[src/omegaPkg.sv]
`default_nettype none

// Shared widths, flit layout and network arithmetic for the omega fabric.
package omegaPkg;

  // Default port count of the fabric, overridden through module parameters.
  parameter int unsigned NumPorts = 8;

  // Default payload width in bits.
  parameter int unsigned DataWidth = 16;

  // Width of a port number, used for both destination and source index.
  parameter int unsigned PortIdxWidth = 3;

  // Bit offsets of the routing fields inside a flit.
  // The payload sits at the bottom, the source above it, the destination on top.
  parameter int unsigned SrcLsb = DataWidth;
  parameter int unsigned DestLsb = SrcLsb + PortIdxWidth;
  parameter int unsigned FlitWidth = DestLsb + PortIdxWidth;

  typedef logic [DataWidth-1:0] payloadT;
  typedef logic [PortIdxWidth-1:0] portIdxT;

  // One flit as it travels through the network.
  typedef logic [FlitWidth-1:0] flitT;

  // Number of switch levels for a radix-2 network.
  // Each level resolves one destination bit, so this is log2 of the port count.
  function automatic int unsigned NumLevels(int unsigned numPorts);
    return $clog2(numPorts);
  endfunction

  // Number of 2x2 switch elements in one level.
  function automatic int unsigned SwitchesPerLevel(int unsigned numPorts);
    return numPorts / 2;
  endfunction

endpackage

`default_nettype wire

[src/ingressPort.sv]
`default_nettype none

// Input-side register stage for one fabric port.
// It takes a payload and a destination, tags them with its own port number
// and holds the resulting flit until the network accepts it.
module ingressPort #(
  parameter int unsigned NumPorts = omegaPkg::NumPorts,
  parameter int unsigned SrcIdx = 0
) (
  input  logic              clk_i,
  input  logic              rst_i,
  input  logic              valid_i,
  output logic              ready_o,
  input  omegaPkg::payloadT data_i,
  input  omegaPkg::portIdxT dest_i,
  output logic              valid_o,
  input  logic              ready_i,
  output omegaPkg::flitT    flit_o
);

  // Only the low log2(NumPorts) destination bits take part in routing.
  // Clearing the rest keeps a smaller fabric from steering on stale bits.
  localparam omegaPkg::portIdxT DestMask = omegaPkg::portIdxT'(NumPorts - 1);

  // The source tag is fixed per instance.
  localparam omegaPkg::portIdxT SrcTag = omegaPkg::portIdxT'(SrcIdx);

  logic           fullQ;
  omegaPkg::flitT flitQ;

  // The register can take a new flit when it is empty or is being emptied now.
  // This gives one flit per cycle with no bubble.
  assign ready_o = ~fullQ | ready_i;

  always_ff @(posedge clk_i) begin
    if (rst_i) begin
      fullQ <= 1'b0;
    end else if (ready_o) begin
      fullQ <= valid_i;
    end
  end

  // Payload register, loaded on every accepted transfer.
  always_ff @(posedge clk_i) begin
    if (valid_i && ready_o) begin
      flitQ <= {dest_i & DestMask, SrcTag, data_i};
    end
  end

  assign valid_o = fullQ;
  assign flit_o = flitQ;

  // A sender that is kept waiting must hold its payload and destination.
  // The whole path to the output depends on the destination not moving.
  assert property (@(posedge clk_i) disable iff (rst_i)
      (valid_i && !ready_o) |=> ($stable(data_i) && $stable(dest_i)))
    else $error("Ingress %0d: data or destination changed while stalled.", SrcIdx);

endmodule

`default_nettype wire

[src/omegaSwitch.sv]
`default_nettype none

// Radix-2 switch element of the omega network.
// Each of the two outputs has its own round-robin arbiter over the two inputs.
// The data path is combinational; only the arbiter state is registered.
module omegaSwitch (
  input  logic                 clk_i,
  input  logic                 rst_i,
  input  logic           [1:0] valid_i,
  output logic           [1:0] ready_o,
  input  omegaPkg::flitT [1:0] flit_i,
  input  logic           [1:0] sel_i,
  output logic           [1:0] valid_o,
  input  logic           [1:0] ready_i,
  output omegaPkg::flitT [1:0] flit_o
);

  // Request matrix, indexed as req[output][input].
  logic [1:0][1:0] req;

  // Input currently granted by each output.
  logic [1:0] gntIdx;

  // Preferred input of each output for the next free arbitration.
  logic [1:0] rrPtrQ;

  // A set lock bit pins the grant of that output to lockIdxQ.
  logic [1:0] lockQ;
  logic [1:0] lockIdxQ;

  // An input requests the output that its routing bit names.
  always_comb begin
    for (int o = 0; o < 2; o++) begin
      for (int k = 0; k < 2; k++) begin
        req[o][k] = valid_i[k] && (sel_i[k] == 1'(o));
      end
    end
  end

  // Grant selection and output mux.
  // A locked output keeps its previous winner.
  // Otherwise the pointer input wins if it requests, and the other input gets the turn
  // when it does not.
  always_comb begin
    for (int o = 0; o < 2; o++) begin
      if (lockQ[o]) begin
        gntIdx[o] = lockIdxQ[o];
      end else if (req[o][rrPtrQ[o]]) begin
        gntIdx[o] = rrPtrQ[o];
      end else begin
        gntIdx[o] = ~rrPtrQ[o];
      end
      valid_o[o] = req[o][gntIdx[o]];
      flit_o[o] = flit_i[gntIdx[o]];
    end
  end

  // An input sees the ready of the output it addresses, but only while it holds that grant.
  // The loser of an arbitration therefore waits with its flit unchanged.
  always_comb begin
    for (int k = 0; k < 2; k++) begin
      ready_o[k] = ready_i[sel_i[k]] && (gntIdx[sel_i[k]] == 1'(k));
    end
  end

  // Arbiter state update.
  // A completed transfer releases the lock and moves the pointer past the winner.
  // A stalled transfer locks the grant so the output flit cannot switch sources.
  always_ff @(posedge clk_i) begin
    if (rst_i) begin
      rrPtrQ <= '0;
      lockQ <= '0;
      lockIdxQ <= '0;
    end else begin
      for (int o = 0; o < 2; o++) begin
        if (valid_o[o]) begin
          if (ready_i[o]) begin
            lockQ[o] <= 1'b0;
            rrPtrQ[o] <= ~gntIdx[o];
          end else begin
            lockQ[o] <= 1'b1;
            lockIdxQ[o] <= gntIdx[o];
          end
        end
      end
    end
  end

  // The output flit of a stalled transfer must not move.
  // This holds only if the lock works and the upstream stage keeps its flit as well.
  for (genvar o = 0; o < 2; o++) begin : genStableOut
    assert property (@(posedge clk_i) disable iff (rst_i)
        (valid_o[o] && !ready_i[o]) |=> $stable(flit_o[o]))
      else $error("Switch output %0d changed its flit while stalled.", o);
  end

endmodule

`default_nettype wire

[src/omegaNetwork.sv]
`default_nettype none

// Omega network of radix-2 switch elements.
// Level 0 takes the inputs in reverse order, the levels are joined by a perfect shuffle
// and the last level drives the outputs in order.
// Level i routes on destination bit (NumLevels-1-i), most significant bit first.
module omegaNetwork #(
  parameter int unsigned NumPorts = omegaPkg::NumPorts
) (
  input  logic                        clk_i,
  input  logic                        rst_i,
  input  logic           [NumPorts-1:0] valid_i,
  output logic           [NumPorts-1:0] ready_o,
  input  omegaPkg::flitT [NumPorts-1:0] flit_i,
  output logic           [NumPorts-1:0] valid_o,
  input  logic           [NumPorts-1:0] ready_i,
  output omegaPkg::flitT [NumPorts-1:0] flit_o
);

  localparam int unsigned NumLevels = omegaPkg::NumLevels(NumPorts);
  localparam int unsigned NumSwitches = omegaPkg::SwitchesPerLevel(NumPorts);

  // Lane l of a level is port (l % 2) of switch (l / 2).
  // The "in" arrays face the switch inputs and the "out" arrays the switch outputs.
  omegaPkg::flitT [NumLevels-1:0][NumPorts-1:0] inFlit;
  logic           [NumLevels-1:0][NumPorts-1:0] inValid;
  logic           [NumLevels-1:0][NumPorts-1:0] inReady;
  omegaPkg::flitT [NumLevels-1:0][NumPorts-1:0] outFlit;
  logic           [NumLevels-1:0][NumPorts-1:0] outValid;
  logic           [NumLevels-1:0][NumPorts-1:0] outReady;

  // Level 0 gets the external inputs in reverse order.
  for (genvar l = 0; l < NumPorts; l++) begin : genInputs
    assign inFlit[0][l] = flit_i[NumPorts-1-l];
    assign inValid[0][l] = valid_i[NumPorts-1-l];
    assign ready_o[NumPorts-1-l] = inReady[0][l];
  end

  // Perfect shuffle between levels.
  // Output lane l goes to switch (l % NumSwitches), port (l / NumSwitches) of the next level.
  // In lane numbers this is a rotate left of the lane index.
  for (genvar i = 0; i < NumLevels - 1; i++) begin : genShuffle
    for (genvar l = 0; l < NumPorts; l++) begin : genLane
      localparam int unsigned DstLane = 2 * (l % NumSwitches) + l / NumSwitches;
      assign inFlit[i+1][DstLane] = outFlit[i][l];
      assign inValid[i+1][DstLane] = outValid[i][l];
      assign outReady[i][l] = inReady[i+1][DstLane];
    end
  end

  // Switch elements, each steered by one destination bit of its two input flits.
  for (genvar i = 0; i < NumLevels; i++) begin : genLevel
    localparam int unsigned SelBit = omegaPkg::DestLsb + NumLevels - 1 - i;
    for (genvar j = 0; j < NumSwitches; j++) begin : genSwitch
      logic [1:0] sel;
      assign sel = {inFlit[i][2*j+1][SelBit], inFlit[i][2*j][SelBit]};

      omegaSwitch uSwitch (
        .clk_i   (clk_i),
        .rst_i   (rst_i),
        .valid_i (inValid[i][2*j +: 2]),
        .ready_o (inReady[i][2*j +: 2]),
        .flit_i  (inFlit[i][2*j +: 2]),
        .sel_i   (sel),
        .valid_o (outValid[i][2*j +: 2]),
        .ready_i (outReady[i][2*j +: 2]),
        .flit_o  (outFlit[i][2*j +: 2])
      );
    end
  end

  // The last level lands each flit on the lane equal to its destination.
  assign flit_o = outFlit[NumLevels-1];
  assign valid_o = outValid[NumLevels-1];
  assign outReady[NumLevels-1] = ready_i;

  // Destination-tag routing with radix-2 switches needs a power-of-two port count.
  initial begin
    assert ((NumPorts >= 2) && ((2 ** $clog2(NumPorts)) == NumPorts))
      else $fatal(1, "NumPorts %0d is not a power of two of at least 2.", NumPorts);
  end

endmodule

`default_nettype wire

[src/egressPort.sv]
`default_nettype none

// Output-side spill register for one fabric port.
// Two entries let it take a flit every cycle while its ready_o comes from flops only,
// which cuts the combinational ready path back through the network.
// The destination is dropped on entry since the port number already implies it.
module egressPort (
  input  logic              clk_i,
  input  logic              rst_i,
  input  logic              valid_i,
  output logic              ready_o,
  input  omegaPkg::flitT    flit_i,
  output logic              valid_o,
  input  logic              ready_i,
  output omegaPkg::payloadT data_o,
  output omegaPkg::portIdxT src_o
);

  // Everything below the destination field is kept, that is source and payload.
  localparam int unsigned KeepWidth = omegaPkg::DestLsb;

  // Entry A takes new flits and entry B holds a flit that could not leave in time.
  logic                 aFullQ;
  logic                 bFullQ;
  logic [KeepWidth-1:0] aQ;
  logic [KeepWidth-1:0] bQ;
  logic [KeepWidth-1:0] headFlit;
  logic                 aFill;
  logic                 aDrain;
  logic                 bFill;
  logic                 bDrain;

  // A is refilled on every accepted input.
  assign aFill = valid_i && ready_o;

  // A empties whenever B is free, either to the output or into B.
  assign aDrain = aFullQ && !bFullQ;

  // B catches the flit of A only when the output stalls.
  assign bFill = aDrain && !ready_i;
  assign bDrain = bFullQ && ready_i;

  always_ff @(posedge clk_i) begin
    if (rst_i) begin
      aFullQ <= 1'b0;
      bFullQ <= 1'b0;
    end else begin
      if (aFill || aDrain) begin
        aFullQ <= aFill;
      end
      if (bFill || bDrain) begin
        bFullQ <= bFill;
      end
    end
  end

  always_ff @(posedge clk_i) begin
    if (aFill) begin
      aQ <= flit_i[KeepWidth-1:0];
    end
    if (bFill) begin
      bQ <= aQ;
    end
  end

  // B is always older than A, so it goes first when full.
  assign headFlit = bFullQ ? bQ : aQ;

  assign ready_o = !aFullQ || !bFullQ;
  assign valid_o = aFullQ || bFullQ;
  assign data_o = headFlit[omegaPkg::DataWidth-1:0];
  assign src_o = headFlit[omegaPkg::SrcLsb +: omegaPkg::PortIdxWidth];

  // The downstream sink must see an unchanged flit until it takes it.
  assert property (@(posedge clk_i) disable iff (rst_i)
      (valid_o && !ready_i) |=> ($stable(data_o) && $stable(src_o)))
    else $error("Egress output changed data or source while stalled.");

endmodule

`default_nettype wire

[src/omegaFabric.sv]
`default_nettype none

// Packet-switching fabric built around a radix-2 omega network.
// Flits are registered once on the way in and once on the way out, for a latency of two
// cycles through an idle fabric.
module omegaFabric #(
  parameter int unsigned NumPorts = omegaPkg::NumPorts,
  parameter int unsigned DataWidth = omegaPkg::DataWidth
) (
  input  logic                                     clk_i,
  input  logic                                     rst_i,
  input  logic [NumPorts-1:0]                      valid_i,
  output logic [NumPorts-1:0]                      ready_o,
  input  logic [NumPorts*DataWidth-1:0]            data_i,
  input  logic [NumPorts*omegaPkg::PortIdxWidth-1:0] dest_i,
  output logic [NumPorts-1:0]                      valid_o,
  input  logic [NumPorts-1:0]                      ready_i,
  output logic [NumPorts*DataWidth-1:0]            data_o,
  output logic [NumPorts*omegaPkg::PortIdxWidth-1:0] src_o
);

  localparam int unsigned IdxW = omegaPkg::PortIdxWidth;

  // Links between the ingress stages and the network.
  omegaPkg::flitT [NumPorts-1:0] ingFlit;
  logic           [NumPorts-1:0] ingValid;
  logic           [NumPorts-1:0] ingReady;

  // Links between the network and the egress stages.
  omegaPkg::flitT [NumPorts-1:0] egFlit;
  logic           [NumPorts-1:0] egValid;
  logic           [NumPorts-1:0] egReady;

  for (genvar p = 0; p < NumPorts; p++) begin : genIngress
    ingressPort #(
      .NumPorts (NumPorts),
      .SrcIdx   (p)
    ) uIngress (
      .clk_i   (clk_i),
      .rst_i   (rst_i),
      .valid_i (valid_i[p]),
      .ready_o (ready_o[p]),
      .data_i  (data_i[p*DataWidth +: DataWidth]),
      .dest_i  (dest_i[p*IdxW +: IdxW]),
      .valid_o (ingValid[p]),
      .ready_i (ingReady[p]),
      .flit_o  (ingFlit[p])
    );
  end

  omegaNetwork #(
    .NumPorts (NumPorts)
  ) uNetwork (
    .clk_i   (clk_i),
    .rst_i   (rst_i),
    .valid_i (ingValid),
    .ready_o (ingReady),
    .flit_i  (ingFlit),
    .valid_o (egValid),
    .ready_i (egReady),
    .flit_o  (egFlit)
  );

  for (genvar p = 0; p < NumPorts; p++) begin : genEgress
    egressPort uEgress (
      .clk_i   (clk_i),
      .rst_i   (rst_i),
      .valid_i (egValid[p]),
      .ready_o (egReady[p]),
      .flit_i  (egFlit[p]),
      .valid_o (valid_o[p]),
      .ready_i (ready_i[p]),
      .data_o  (data_o[p*DataWidth +: DataWidth]),
      .src_o   (src_o[p*IdxW +: IdxW])
    );
  end

endmodule

`default_nettype wire

[config.mk]
export PLATFORM = sky130hd
export DESIGN_NAME = omegaFabric
export DESIGN_NICKNAME = d
export VERILOG_FILES = /design/src/omegaPkg.sv /design/src/ingressPort.sv /design/src/omegaSwitch.sv /design/src/omegaNetwork.sv /design/src/egressPort.sv /design/src/omegaFabric.sv
export SDC_FILE = /design/constraint.sdc
export NUM_CORES = 1
export LEC_CHECK = 0
export ABC_AREA = 1
export BUFFER_PORTS_ARGS = -buffer_cell sky130_fd_sc_hd__buf_2
export CORE_MARGIN = 2
export CORE_UTILIZATION = 50
export CTS_CLUSTER_SIZE = 20
export DETAILED_ROUTE_END_ITERATION = 6
export GPL_TIMING_DRIVEN = 0
export PLACE_DENSITY = 0.72
export SLEW_MARGIN = 20
export SYNTH_ARGS = -nofsm -noshare
export SYNTH_HDL_FRONTEND = slang
export SYNTH_SLANG_ARGS = --single-unit
[constraint.sdc]
create_clock -name clk_i -period 4.05 [get_ports clk_i]
set_input_delay 0.6075 -clock clk_i [delete_from_list [all_inputs] [get_ports clk_i]]
set_output_delay 0.6075 -clock clk_i [all_outputs]
set_load 0.005 [all_outputs]
# Word level (Yosys, flattened, before mapping)
# Index checks and enable logic that the tools add are counted.
# op_classes
n_lt_le_gt_ge	72
muxes	320
bitwise	124
n_reduce_logical	216
# ops
operator	count
two-way mux 19 bit	24
two-way mux 21 bit	16
two-way mux 20 bit	16
two-way mux 1 bit	264
less-than comparator 1 x 2 -> 1 bit, second input constant	72
inverter 1 bit	116
logical AND 1 bit	112
AND reduction 2 bit	48
logical OR 1 bit	32
zero test 1 bit	24
bitwise OR 1 bit	8
# word_totals
ff_bits	552
inputBits	170
wordCells	852

# Logic depth before layout (Yosys ltp)
# Gate-level depths: netlist (run 1).
# logic_depth
depth_word	34
mapped_depth	26

# By module
# Synthesis (run 1) repeated with hierarchy kept, for this count alone.
# unflattened
hier_cells	3370
area_unflattened_um2	28705.0
# by_module_without_submodules
mod	instances	cells_each	area_per_inst_um2
omegaSwitch	12	187	984.7
egressPort	8	111	1463.9
ingressPort (genIngress[1].uIngress ...)	6	30	648.1
ingressPort (genIngress[0].uIngress ...)	2	29	644.4

# Worst setup path before layout (run 1)
# OpenSTA, ideal clock, no wires.
# synth_timing
path_type	register to register
from	reg genIngress[1].uIngress.flitQ[21]
to	reg genIngress[5].uIngress.flitQ[0] (enable)
setup_time_ns	0.395
arrival_time_ns	2.975
path_slack_ns	0.680
path_stages_with_launch	22
n_path_buf	0
period_less_slack_ns	3.370
path_cell_list	edfxtp_1 > nand2_1 > inv_2 > nand2_1 > nand3_1 > nand2_2 > nand2_1 > nand2_1 > nand3_1 > nand3_4 > nand3_1 > nand2_4 > nand2_1 > nand2_1 > nand3_1 > nand2_1 > nand2_1 > nand3_1 > nand3_2 > nand2_1 > nand2_1 > nor2_1
# synth_between
elab_chain_cells	33
elab_cells_between_ends	138
# synth_lines
item	line	text
from (decl)	ingressPort.sv:29	omegaPkg::flitT flitQ;
from (signal assigned)	ingressPort.sv:46	flitQ <= {dest_i & DestMask, SrcTag, data_i};
inverter 1 bit	omegaSwitch.sv:35	req[o][k] = valid_i[k] && (sel_i[k] == 1'(o));
logical AND 1 bit	omegaSwitch.sv:35	
two-way mux 1 bit (not written as such) (2 in series)	omegaSwitch.sv:48	end else if (req[o][rrPtrQ[o]]) begin
two-way mux 1 bit	omegaSwitch.sv:48	
two-way mux 1 bit	omegaSwitch.sv:46	if (lockQ[o]) begin
two-way mux 21 bit (not written as such) (2 in series)	omegaSwitch.sv:54	flit_o[o] = flit_i[gntIdx[o]];
inverter 1 bit	omegaSwitch.sv:35	
logical AND 1 bit	omegaSwitch.sv:35	
[... 12 more ...]	-	
two-way mux 1 bit (not written as such) (2 in series)	omegaSwitch.sv:62	ready_o[k] = ready_i[sel_i[k]] && (gntIdx[sel_i[k]] == 1'(k));
logical AND 1 bit	omegaSwitch.sv:62	
two-way mux 1 bit (not written as such) (2 in series)	omegaSwitch.sv:62	
logical AND 1 bit	omegaSwitch.sv:62	
two-way mux 1 bit (not written as such) * (2 in series)	omegaSwitch.sv:62	
logical AND 1 bit *	omegaSwitch.sv:62	
bitwise OR 1 bit *	ingressPort.sv:33	assign ready_o = ~fullQ | ready_i;
logical AND 1 bit *	ingressPort.sv:45	if (valid_i && ready_o) begin
to (signal assigned)	ingressPort.sv:46	
to (decl)	ingressPort.sv:29	
# Every way passes the cells marked *; elsewhere a longest branch is shown, timed or not. The select of a mux whose other input is x is not followed.
# A chain may end at the register's enable or synchronous reset.

# Final worst setup path (run 1)
# layout_timing
from	reg genIngress[7].uIngress.flitQ[21]
to	out ready_o[5]
# layout_between
elab_chain_cells	32
elab_cells_between_ends	123
# layout_lines
item	line	text
from (decl)	ingressPort.sv:29	
from (signal assigned)	ingressPort.sv:46	
inverter 1 bit	omegaSwitch.sv:35	
logical AND 1 bit	omegaSwitch.sv:35	
two-way mux 1 bit (not written as such) (2 in series)	omegaSwitch.sv:48	
two-way mux 1 bit	omegaSwitch.sv:48	
two-way mux 1 bit	omegaSwitch.sv:46	
two-way mux 21 bit (not written as such) (2 in series)	omegaSwitch.sv:54	
inverter 1 bit	omegaSwitch.sv:35	
logical AND 1 bit	omegaSwitch.sv:35	
[... 11 more ...]	-	
two-way mux 1 bit	omegaSwitch.sv:46	
two-way mux 1 bit (not written as such) (2 in series)	omegaSwitch.sv:62	
logical AND 1 bit	omegaSwitch.sv:62	
two-way mux 1 bit (not written as such) (2 in series)	omegaSwitch.sv:62	
logical AND 1 bit	omegaSwitch.sv:62	
two-way mux 1 bit (not written as such) * (2 in series)	omegaSwitch.sv:62	
logical AND 1 bit *	omegaSwitch.sv:62	
bitwise OR 1 bit *	ingressPort.sv:33	
to (decl)	omegaFabric.sv:13	output logic [NumPorts-1:0] ready_o,
# Marked as above.

==> reports/summary.md, run 1 <==
### Outcome
• **status** finished clean

### Pwr
• **power per cell area** 846.1 nW/um^2
• **largest voltage drop on the vdd net** 0.0004490 V
• **leakage power summed over all cells** 14.32 nW

### Floorplanning
• **I/O pin total** 338
• **Die W** 235.3 um
• **Placement Rows** 84
• **effective utilization at floorplan** 50.69%
• **total core area** 52760 um^2
• **Die Span Y** 235.3 um
• **Die Area** 55360 um^2

### STA
• **slew at the pin with the worst max-slew slack** 1.098 ns
• **setup repair after global routing missed its margin** yes
• **Max Transition Viols Final** 0
• **Min Clock Period, post-route** 4.039 ns
• **crit path setup slack, layout** 0.01068 ns
• **number of endpoints failing setup at the final stage** 0
• **setup clock skew after layout** 0.02013 ns
• **Tcrit/Tclk final** 99.74%
• **highest attainable clock frequency** 247.6 MHz
• **Final Hold Vio Count** 0
• **worst slew margin relative to its limit** 26.78%

### Clock tree
• **clock tree from TritonCTS** done
• **quantity of hold-fixing buffers added after cts** 0
• **post-CTS clock slew at the launch and capture registers of the worst setup and hold paths** 0.06 ns
• **CTS sink cnt** 552
• **Clock Tree Buf Depth** 3
• **Clock Latency Late Sink** 0.62 ns
• **cell at the root of the clock tree** clkbuf_16
• **TritonCTS buffer count** 55
• **maximum level of the CTS H-tree** 2

### Drt
• **average detailed-routed wire length per instance** 21.06 um
• **DRT Pass-1 Iters** 6
• **ratio of routed vias to standard cells** 5.567
• **detailed-route via count** 23411
• **Total Wirelength** 88570 um
• **count of antenna-violating nets left after detailed routing** 0
• **Iter 0 DRT Violations** 2621
• **number of design rule violations left after detail routing** 0

### GRT
• **antenna violations before repair** 4
• **via count of the first global-routing pass** 20868
• **global-route wire length before repair** 126200 um
• **pin count of the biggest net entering global routing** 22
• **combined global-route utilization of all metal layers** 30.43%
• **Congestion Overflow GR** 0

### Finish
• **final std cells w/o fill** 4205
• **share of layout cells above drive strength 1** 25.85%
• **synth-to-layout area growth** 23.81%
• **most frequent cells in the layout** nand2_1 (982), edfxtp_1 (456), o21ai_0 (363)
• **# nets final** 3640
• **commonest non-fill, non-tap cell in the layout** nand2_1
• **post-route cell area** 33120 um^2

### Setup path
• **endpoint class of the critical path** primary output
• **first element of the critical path** genIngress[7].uIngress.flit_o[21]
• **cell with the largest stage delay on the worst path** edfxtp_1
• **worst path cell trace** nand2_2 -> inv_2 -> nand2_1 -> nand3_2 -> nand2_4 -> nand2_1 -> nand2_2 -> nand2_1 -> nand2_2 -> nand3_4 -> nand2_4 -> nand2_1 -> nand2_2 -> nand2_1 -> nand2_1 -> nand3_2 -> nand3_4 -> nand3_4 -> nand3_4 -> nand2_4 -> nand2_4 -> inv_2 -> buf_4 -> buf_2
• **reg2reg start** genIngress[2].uIngress.flit_o[21]
• **arrival time worst endpoint** 3.43 ns
• **cell class contributing the biggest share of worst-path delay** simple AND/OR/NAND/NOR gates
• **WS Path Type** flop to primary output
• **slowest stage delay, CP** 0.45 ns
• **kind of start point of the critical path** flop
• **crit path buf inv count** 4
• **crit path max fanout** 6
• **required time reported for the critical path endpoint** 3.44 ns
• **most prevalent standard cell on the critical path** nand2_1

### Synth
• **synthesized instance count** 2970
• **Yosys cell types** 39
• **total standard cell area after synthesis** 26750 um^2
• **Post-Syn Nets** 3140
• **register bit count reported by yosys** 552
• **yosys synthesis warning count** 0
• **sequential area share after synthesis** 58.38%
• **Avg Synthesized Cell Area** 9.006 um^2

### Placement
• **minimum setup slack after placement** 0.1681 ns
• **total cell area at the placement stage** 29540 um^2
• **port bufs** 337
• **total half-perimeter wirelength after legalization and detailed placement** 66810 um
• **placed cell count** 4010
• **final weighted congestion in routability-driven placement** 1.005

### Min path
• **type of the most critical hold path** input port to flop
• **source of the worst hold timing path** dest_i[5]

### Flow run
• **max-cap check violation count** 0

==> cells in the mapped netlist (all sizes together) <==
master  count  area (um^2)
dfxtp      96         1922
edfxtp    456        13690
nand3     158        965.9
mux2i      64        640.6
clkinv      3        11.26
clkbuf     75        282.8
nand3b      2        15.01
o21ai     408         2072
nor3        9        45.04
or2        15        103.9
a31oi       1        21.27
a21oi      68        340.3
a211oi      8        75.08
and3        1        6.260
buf        65        389.1
inv       281         1055
nor2      104        415.4
nand4       8        50.05
nand2    1139         4561
o211ai      6        45.04
o21a        3        37.54
==> per-layer routing <==
| layer | vias up | GRT usage (%) | wire, um |
|---|---|---|---|
| met5 | - | 0 | 13 |
| met4 | 2 | 11.48 | 3836 |
| met3 | 220 | 8.630 | 10250 |
| met2 | 1328 | 45.50 | 38910 |
| met1 | 11036 | 42.25 | 35550 |
| li1 | 10825 | - | - |
==> final timing paths <==
kind	to	slack, ns	cells past startpoint
worst min register to register	genEgress[6].uEgress.bQ[1]	0.45	0
worst max register to register	genIngress[6].uIngress.flit_o[9]	0.26	25
worst min-delay path	genIngress[1].uIngress.flit_o[21]	0.16	1
worst max-delay path	ready_o[5]	0.01	24
==> state kept, by name, indices dropped and copies added (netlist names) <==
register,flops
genEgress.uEgress.aFullQ,8
uNetwork.genLevel.genSwitch.uSwitch.lockQ,24
genEgress.uEgress.bQ,152
uNetwork.genLevel.genSwitch.uSwitch.lockIdxQ,24
genIngress.uIngress.valid_o,8
genEgress.uEgress.aQ,152
genEgress.uEgress.bFullQ,8
uNetwork.genLevel.genSwitch.uSwitch.rrPtrQ,24
genIngress.uIngress.flit_o,152
==> through the flow <==
step | utilization [%] | power, mW | TNS (ns) | hold WS, ns
2_1_floorplan | - | 15.76 | 0 | 0.4268
3_3_place_gp | 55.52 | 20.07 | -85.67 | 0.4293
3_5_place_dp | 55.99 | 20.25 | 0 | 0.4327
4_1_cts | 60.59 | 26.33 | -0.003580 | 0.1410
5_1_grt | 62.76 | 29.34 | -0.7575 | 0.1481
6_report | 62.77 | 28.02 | 0 | 0.1593
==> area by class of cell <==
cell class | count | area (um^2)
Fill cell | 4292 | 19650
Sequential cell | 552 | 15620
Multi-Input combinational cell | 1994 | 10380
Timing Repair Buffer | 445 | 2594
Clock buffer | 75 | 1544
Inverter | 284 | 1076
Tap cell | 688 | 860.8
Buffer | 138 | 664.4
Clock inverter | 28 | 381.6
Antenna cell | 1 | 2.502
==> timing repair <==
item,4_1_cts,5_1_grt
gates cloned,0,0
pin swaps,34,102
buffers inserted,33,60
endpoints found under the hold margin,0,0
resized for setup,68,170
endpoints found under the setup margin,8,8
==> report_power, final <==
group	total (mW)	switching (mW)	internal [mW]
combinational	13.8	9.40	4.44
clock	5.47	2.23	3.24
sequential	8.71	0.580	8.13
total	28.0	12.2	15.8
==> kinds of logic (layout without fill, tap and decap cells) <==
kind of cell / Yosys count / count (layout) / synth area share (%)
and+or+nand+nor: 1436 / 1436 / 23.04
other: 0 / 1 / 0
DFF: 552 / 552 / 58.38
AOI/OAI and AO/OA: 494 / 494 / 9.688
muxes: 64 / 64 / 2.395
buffers and inverters: 424 / 970 / 6.498
No activity file was read; power rests on OpenSTA's default activity.
==> inputs of run 2 (changes only) <==
CORE_ASPECT_RATIO = 1.2   (was not set)
==> reports/summary.md, run 2 (synthesis results as in run 1) <==
### Outcome
• **status** finished, violations left, was finished clean
• **violations in the final reports** setup timing

### Drt
• **ratio of routed vias to standard cells** 5.527, was 5.567
• **detailed-route via count** 23306, was 23411
• **average detailed-routed wire length per instance** 20.91 um, was 21.06 um
• **DRT Pass-1 Iters** 6, unchanged
• **Total Wirelength** 88190 um, was 88570 um
• **count of antenna-violating nets left after detailed routing** 0, unchanged
• **Iter 0 DRT Violations** 2653, was 2621
• **number of design rule violations left after detail routing** 0, unchanged

### Floorplanning
• **I/O pin total** 338, unchanged
• **Die W** 215.1 um, was 235.3 um
• **effective utilization at floorplan** 50.73%, was 50.69%
• **total core area** 52720 um^2, was 52760 um^2
• **Placement Rows** 92, was 84
• **Die Span Y** 257.4 um, was 235.3 um
• **Die Area** 55370 um^2, was 55360 um^2

### Finish
• **final std cells w/o fill** 4217, was 4205
• **post-route cell area** 33300 um^2, was 33120 um^2
• **share of layout cells above drive strength 1** 26.68%, was 25.85%
• **commonest non-fill, non-tap cell in the layout** nand2_1, unchanged
• **most frequent cells in the layout** nand2_1 (958), edfxtp_1 (456), o21ai_0 (363), was nand2_1 (982), edfxtp_1 (456), o21ai_0 (363)
• **final core utilization** 63.16%, was 62.77%
• **fill cell count** 4417, was 4292
• **synth-to-layout area growth** 24.49%, was 23.81%
• **diode insertion count for antenna repair** 0, was 1
• **# nets final** 3636, was 3640

### Pwr
• **leakage power summed over all cells** 14.36 nW, was 14.32 nW
• **switching share of total power** 43.53%, was 43.55%
• **relative contribution of sequential cells to total power** 31.2%, was 31.1%
• **share of power burned in combinational logic** 49.1%, was 49.4%
• **Power Internal** 15.81 mW, was 15.82 mW
• **switching power total** 12.19 mW, was 12.20 mW
• **largest voltage drop on the vdd net** 0.0004949 V, was 0.0004490 V
• **Clock power frac** 19.7%, was 19.5%
• **power per cell area** 840.7 nW/um^2, was 846.1 nW/um^2

### Setup path
• **endpoint class of the critical path** primary output, unchanged
• **cell with the largest stage delay on the worst path** edfxtp_1, unchanged
• **kind of start point of the critical path** flop, unchanged
• **required time reported for the critical path endpoint** 3.44 ns, about the same
• **WS Path Type** flop to primary output, unchanged
• **cell class contributing the biggest share of worst-path delay** simple AND/OR/NAND/NOR gates, unchanged
• **crit path buf inv count** 5, was 4
• **arrival time worst endpoint** 3.48 ns, was 3.43 ns
• **crit path max fanout** 6, unchanged
• **slowest stage delay, CP** 0.43 ns, was 0.45 ns
• **most prevalent standard cell on the critical path** nand2_2, was nand2_1

### Placement
• **port bufs** 337, unchanged
• **final weighted congestion in routability-driven placement** 0.9968, was 1.005
• **minimum setup slack after placement** 0.1202 ns, was 0.1681 ns
• **total cell area at the placement stage** 29560 um^2, was 29540 um^2
• **placed cell count** 4028, was 4010
• **total half-perimeter wirelength after legalization and detailed placement** 67380 um, was 66810 um

### Clock tree
• **clock tree from TritonCTS** done, unchanged
• **Clock Tree Buf Depth** 3, unchanged
• **maximum level of the CTS H-tree** 2, unchanged
• **cell at the root of the clock tree** clkbuf_16, unchanged
• **Clock Latency Late Sink** 0.62 ns, about the same
• **TritonCTS buffer count** 55, unchanged
• **post-CTS clock slew at the launch and capture registers of the worst setup and hold paths** 0.07 ns, was 0.06 ns
• **CTS sink cnt** 552, unchanged

### GRT
• **combined global-route utilization of all metal layers** 30.08%, was 30.43%
• **antenna violations before repair** 0, was 4
• **pin count of the biggest net entering global routing** 22, unchanged
• **via count of the first global-routing pass** 21507, was 20868
• **Congestion Overflow GR** 0, unchanged
• **global-route wire length before repair** 125000 um, was 126200 um

### STA
• **number of endpoints failing setup at the final stage** 4, was 0
• **Min Clock Period, post-route** 4.084 ns, was 4.039 ns
• **setup repair after global routing missed its margin** yes, unchanged
• **Max Transition Viols Final** 0, unchanged
• **crit path setup slack, layout** -0.03374 ns, was 0.01068 ns
• **worst slew margin relative to its limit** 25.56%, was 26.78%
• **highest attainable clock frequency** 244.9 MHz, was 247.6 MHz
• **worst hold slack** 0.1601 ns, was 0.1593 ns
• **Final Hold Vio Count** 0, unchanged
• **setup clock skew after layout** 0.01978 ns, was 0.02013 ns
• **Tcrit/Tclk final** 100.8%, was 99.74%
• **slew at the pin with the worst max-slew slack** 1.115 ns, was 1.098 ns

### Flow run
• **max-cap check violation count** 0, unchanged

### Min path
• **type of the most critical hold path** input port to flop, unchanged

## run 2: final cells by class
cell class,instances,area (um^2),area share (%)
Sequential cell,552,15620,46.90
Clock inverter,29,444.2,1.334
Buffer,138,671.9,2.018
Tap cell,705,882.1,2.649
Inverter,284,1072,3.220
Timing Repair Buffer,441,2562,7.695
Clock buffer,74,1518,4.558
Multi-Input combinational cell,1994,10530,31.63
## run 2: final timing paths
path                                          start                                end  slack (ns)  cells past startpoint
setup / recovery  genIngress[5].uIngress.flit_o[21]                         ready_o[2]       -0.03                     25
hold / removal                           data_i[93]  genIngress[5].uIngress.flit_o[13]        0.16                      1
setup reg to reg  genIngress[4].uIngress.flit_o[21]  genIngress[6].uIngress.flit_o[10]        0.37                     24
hold reg to reg          genEgress[3].uEgress.aQ[0]         genEgress[3].uEgress.bQ[0]        0.44                      0
## run 2: power by group through the flow
stage,combinational (mW),sequential [mW],clock (mW)
6_report,13.7,8.72,5.52
5_1_grt,14.7,8.80,5.76
4_1_cts,12.0,8.69,5.54
3_5_place_dp,11.5,8.80,0
3_3_place_gp,11.2,8.79,0
2_1_floorplan,7.22,8.54,0
## run 2: worst reg2reg max path, delay by kind of cell, from the launching register on
kind	cells	cell delay [ns]
DFF	1	0.46
and+or+nand+nor	20	2.33
buffers and inverters	4	0.61
## run 2: what timing repair did
action                     CTS  global route
setup endpoints to repair    8             8
pin swaps                   14           107
setup buffers               15            73
gates cloned                 0             0
hold buffers                 0             0
gates resized for setup     57           222
## run 2: per-layer routing
layer,vias up,share of wire [%],track usage (%)
li1,10821,-,-
met1,11031,39,38.26
met2,1190,47,49.69
met3,264,7.7,4.362
met4,0,6.6,16.42
met5,-,0,0
## run 2: per-stage QoR
stage / TNS (ns) / total power [mW]
floorplan: 0 / 15.76
global placement: -91.75 / 20.03
detailed placement: 0 / 20.28
CTS: -0.03403 / 26.19
global route: -0.9912 / 29.27
finish: -0.09242 / 28.00
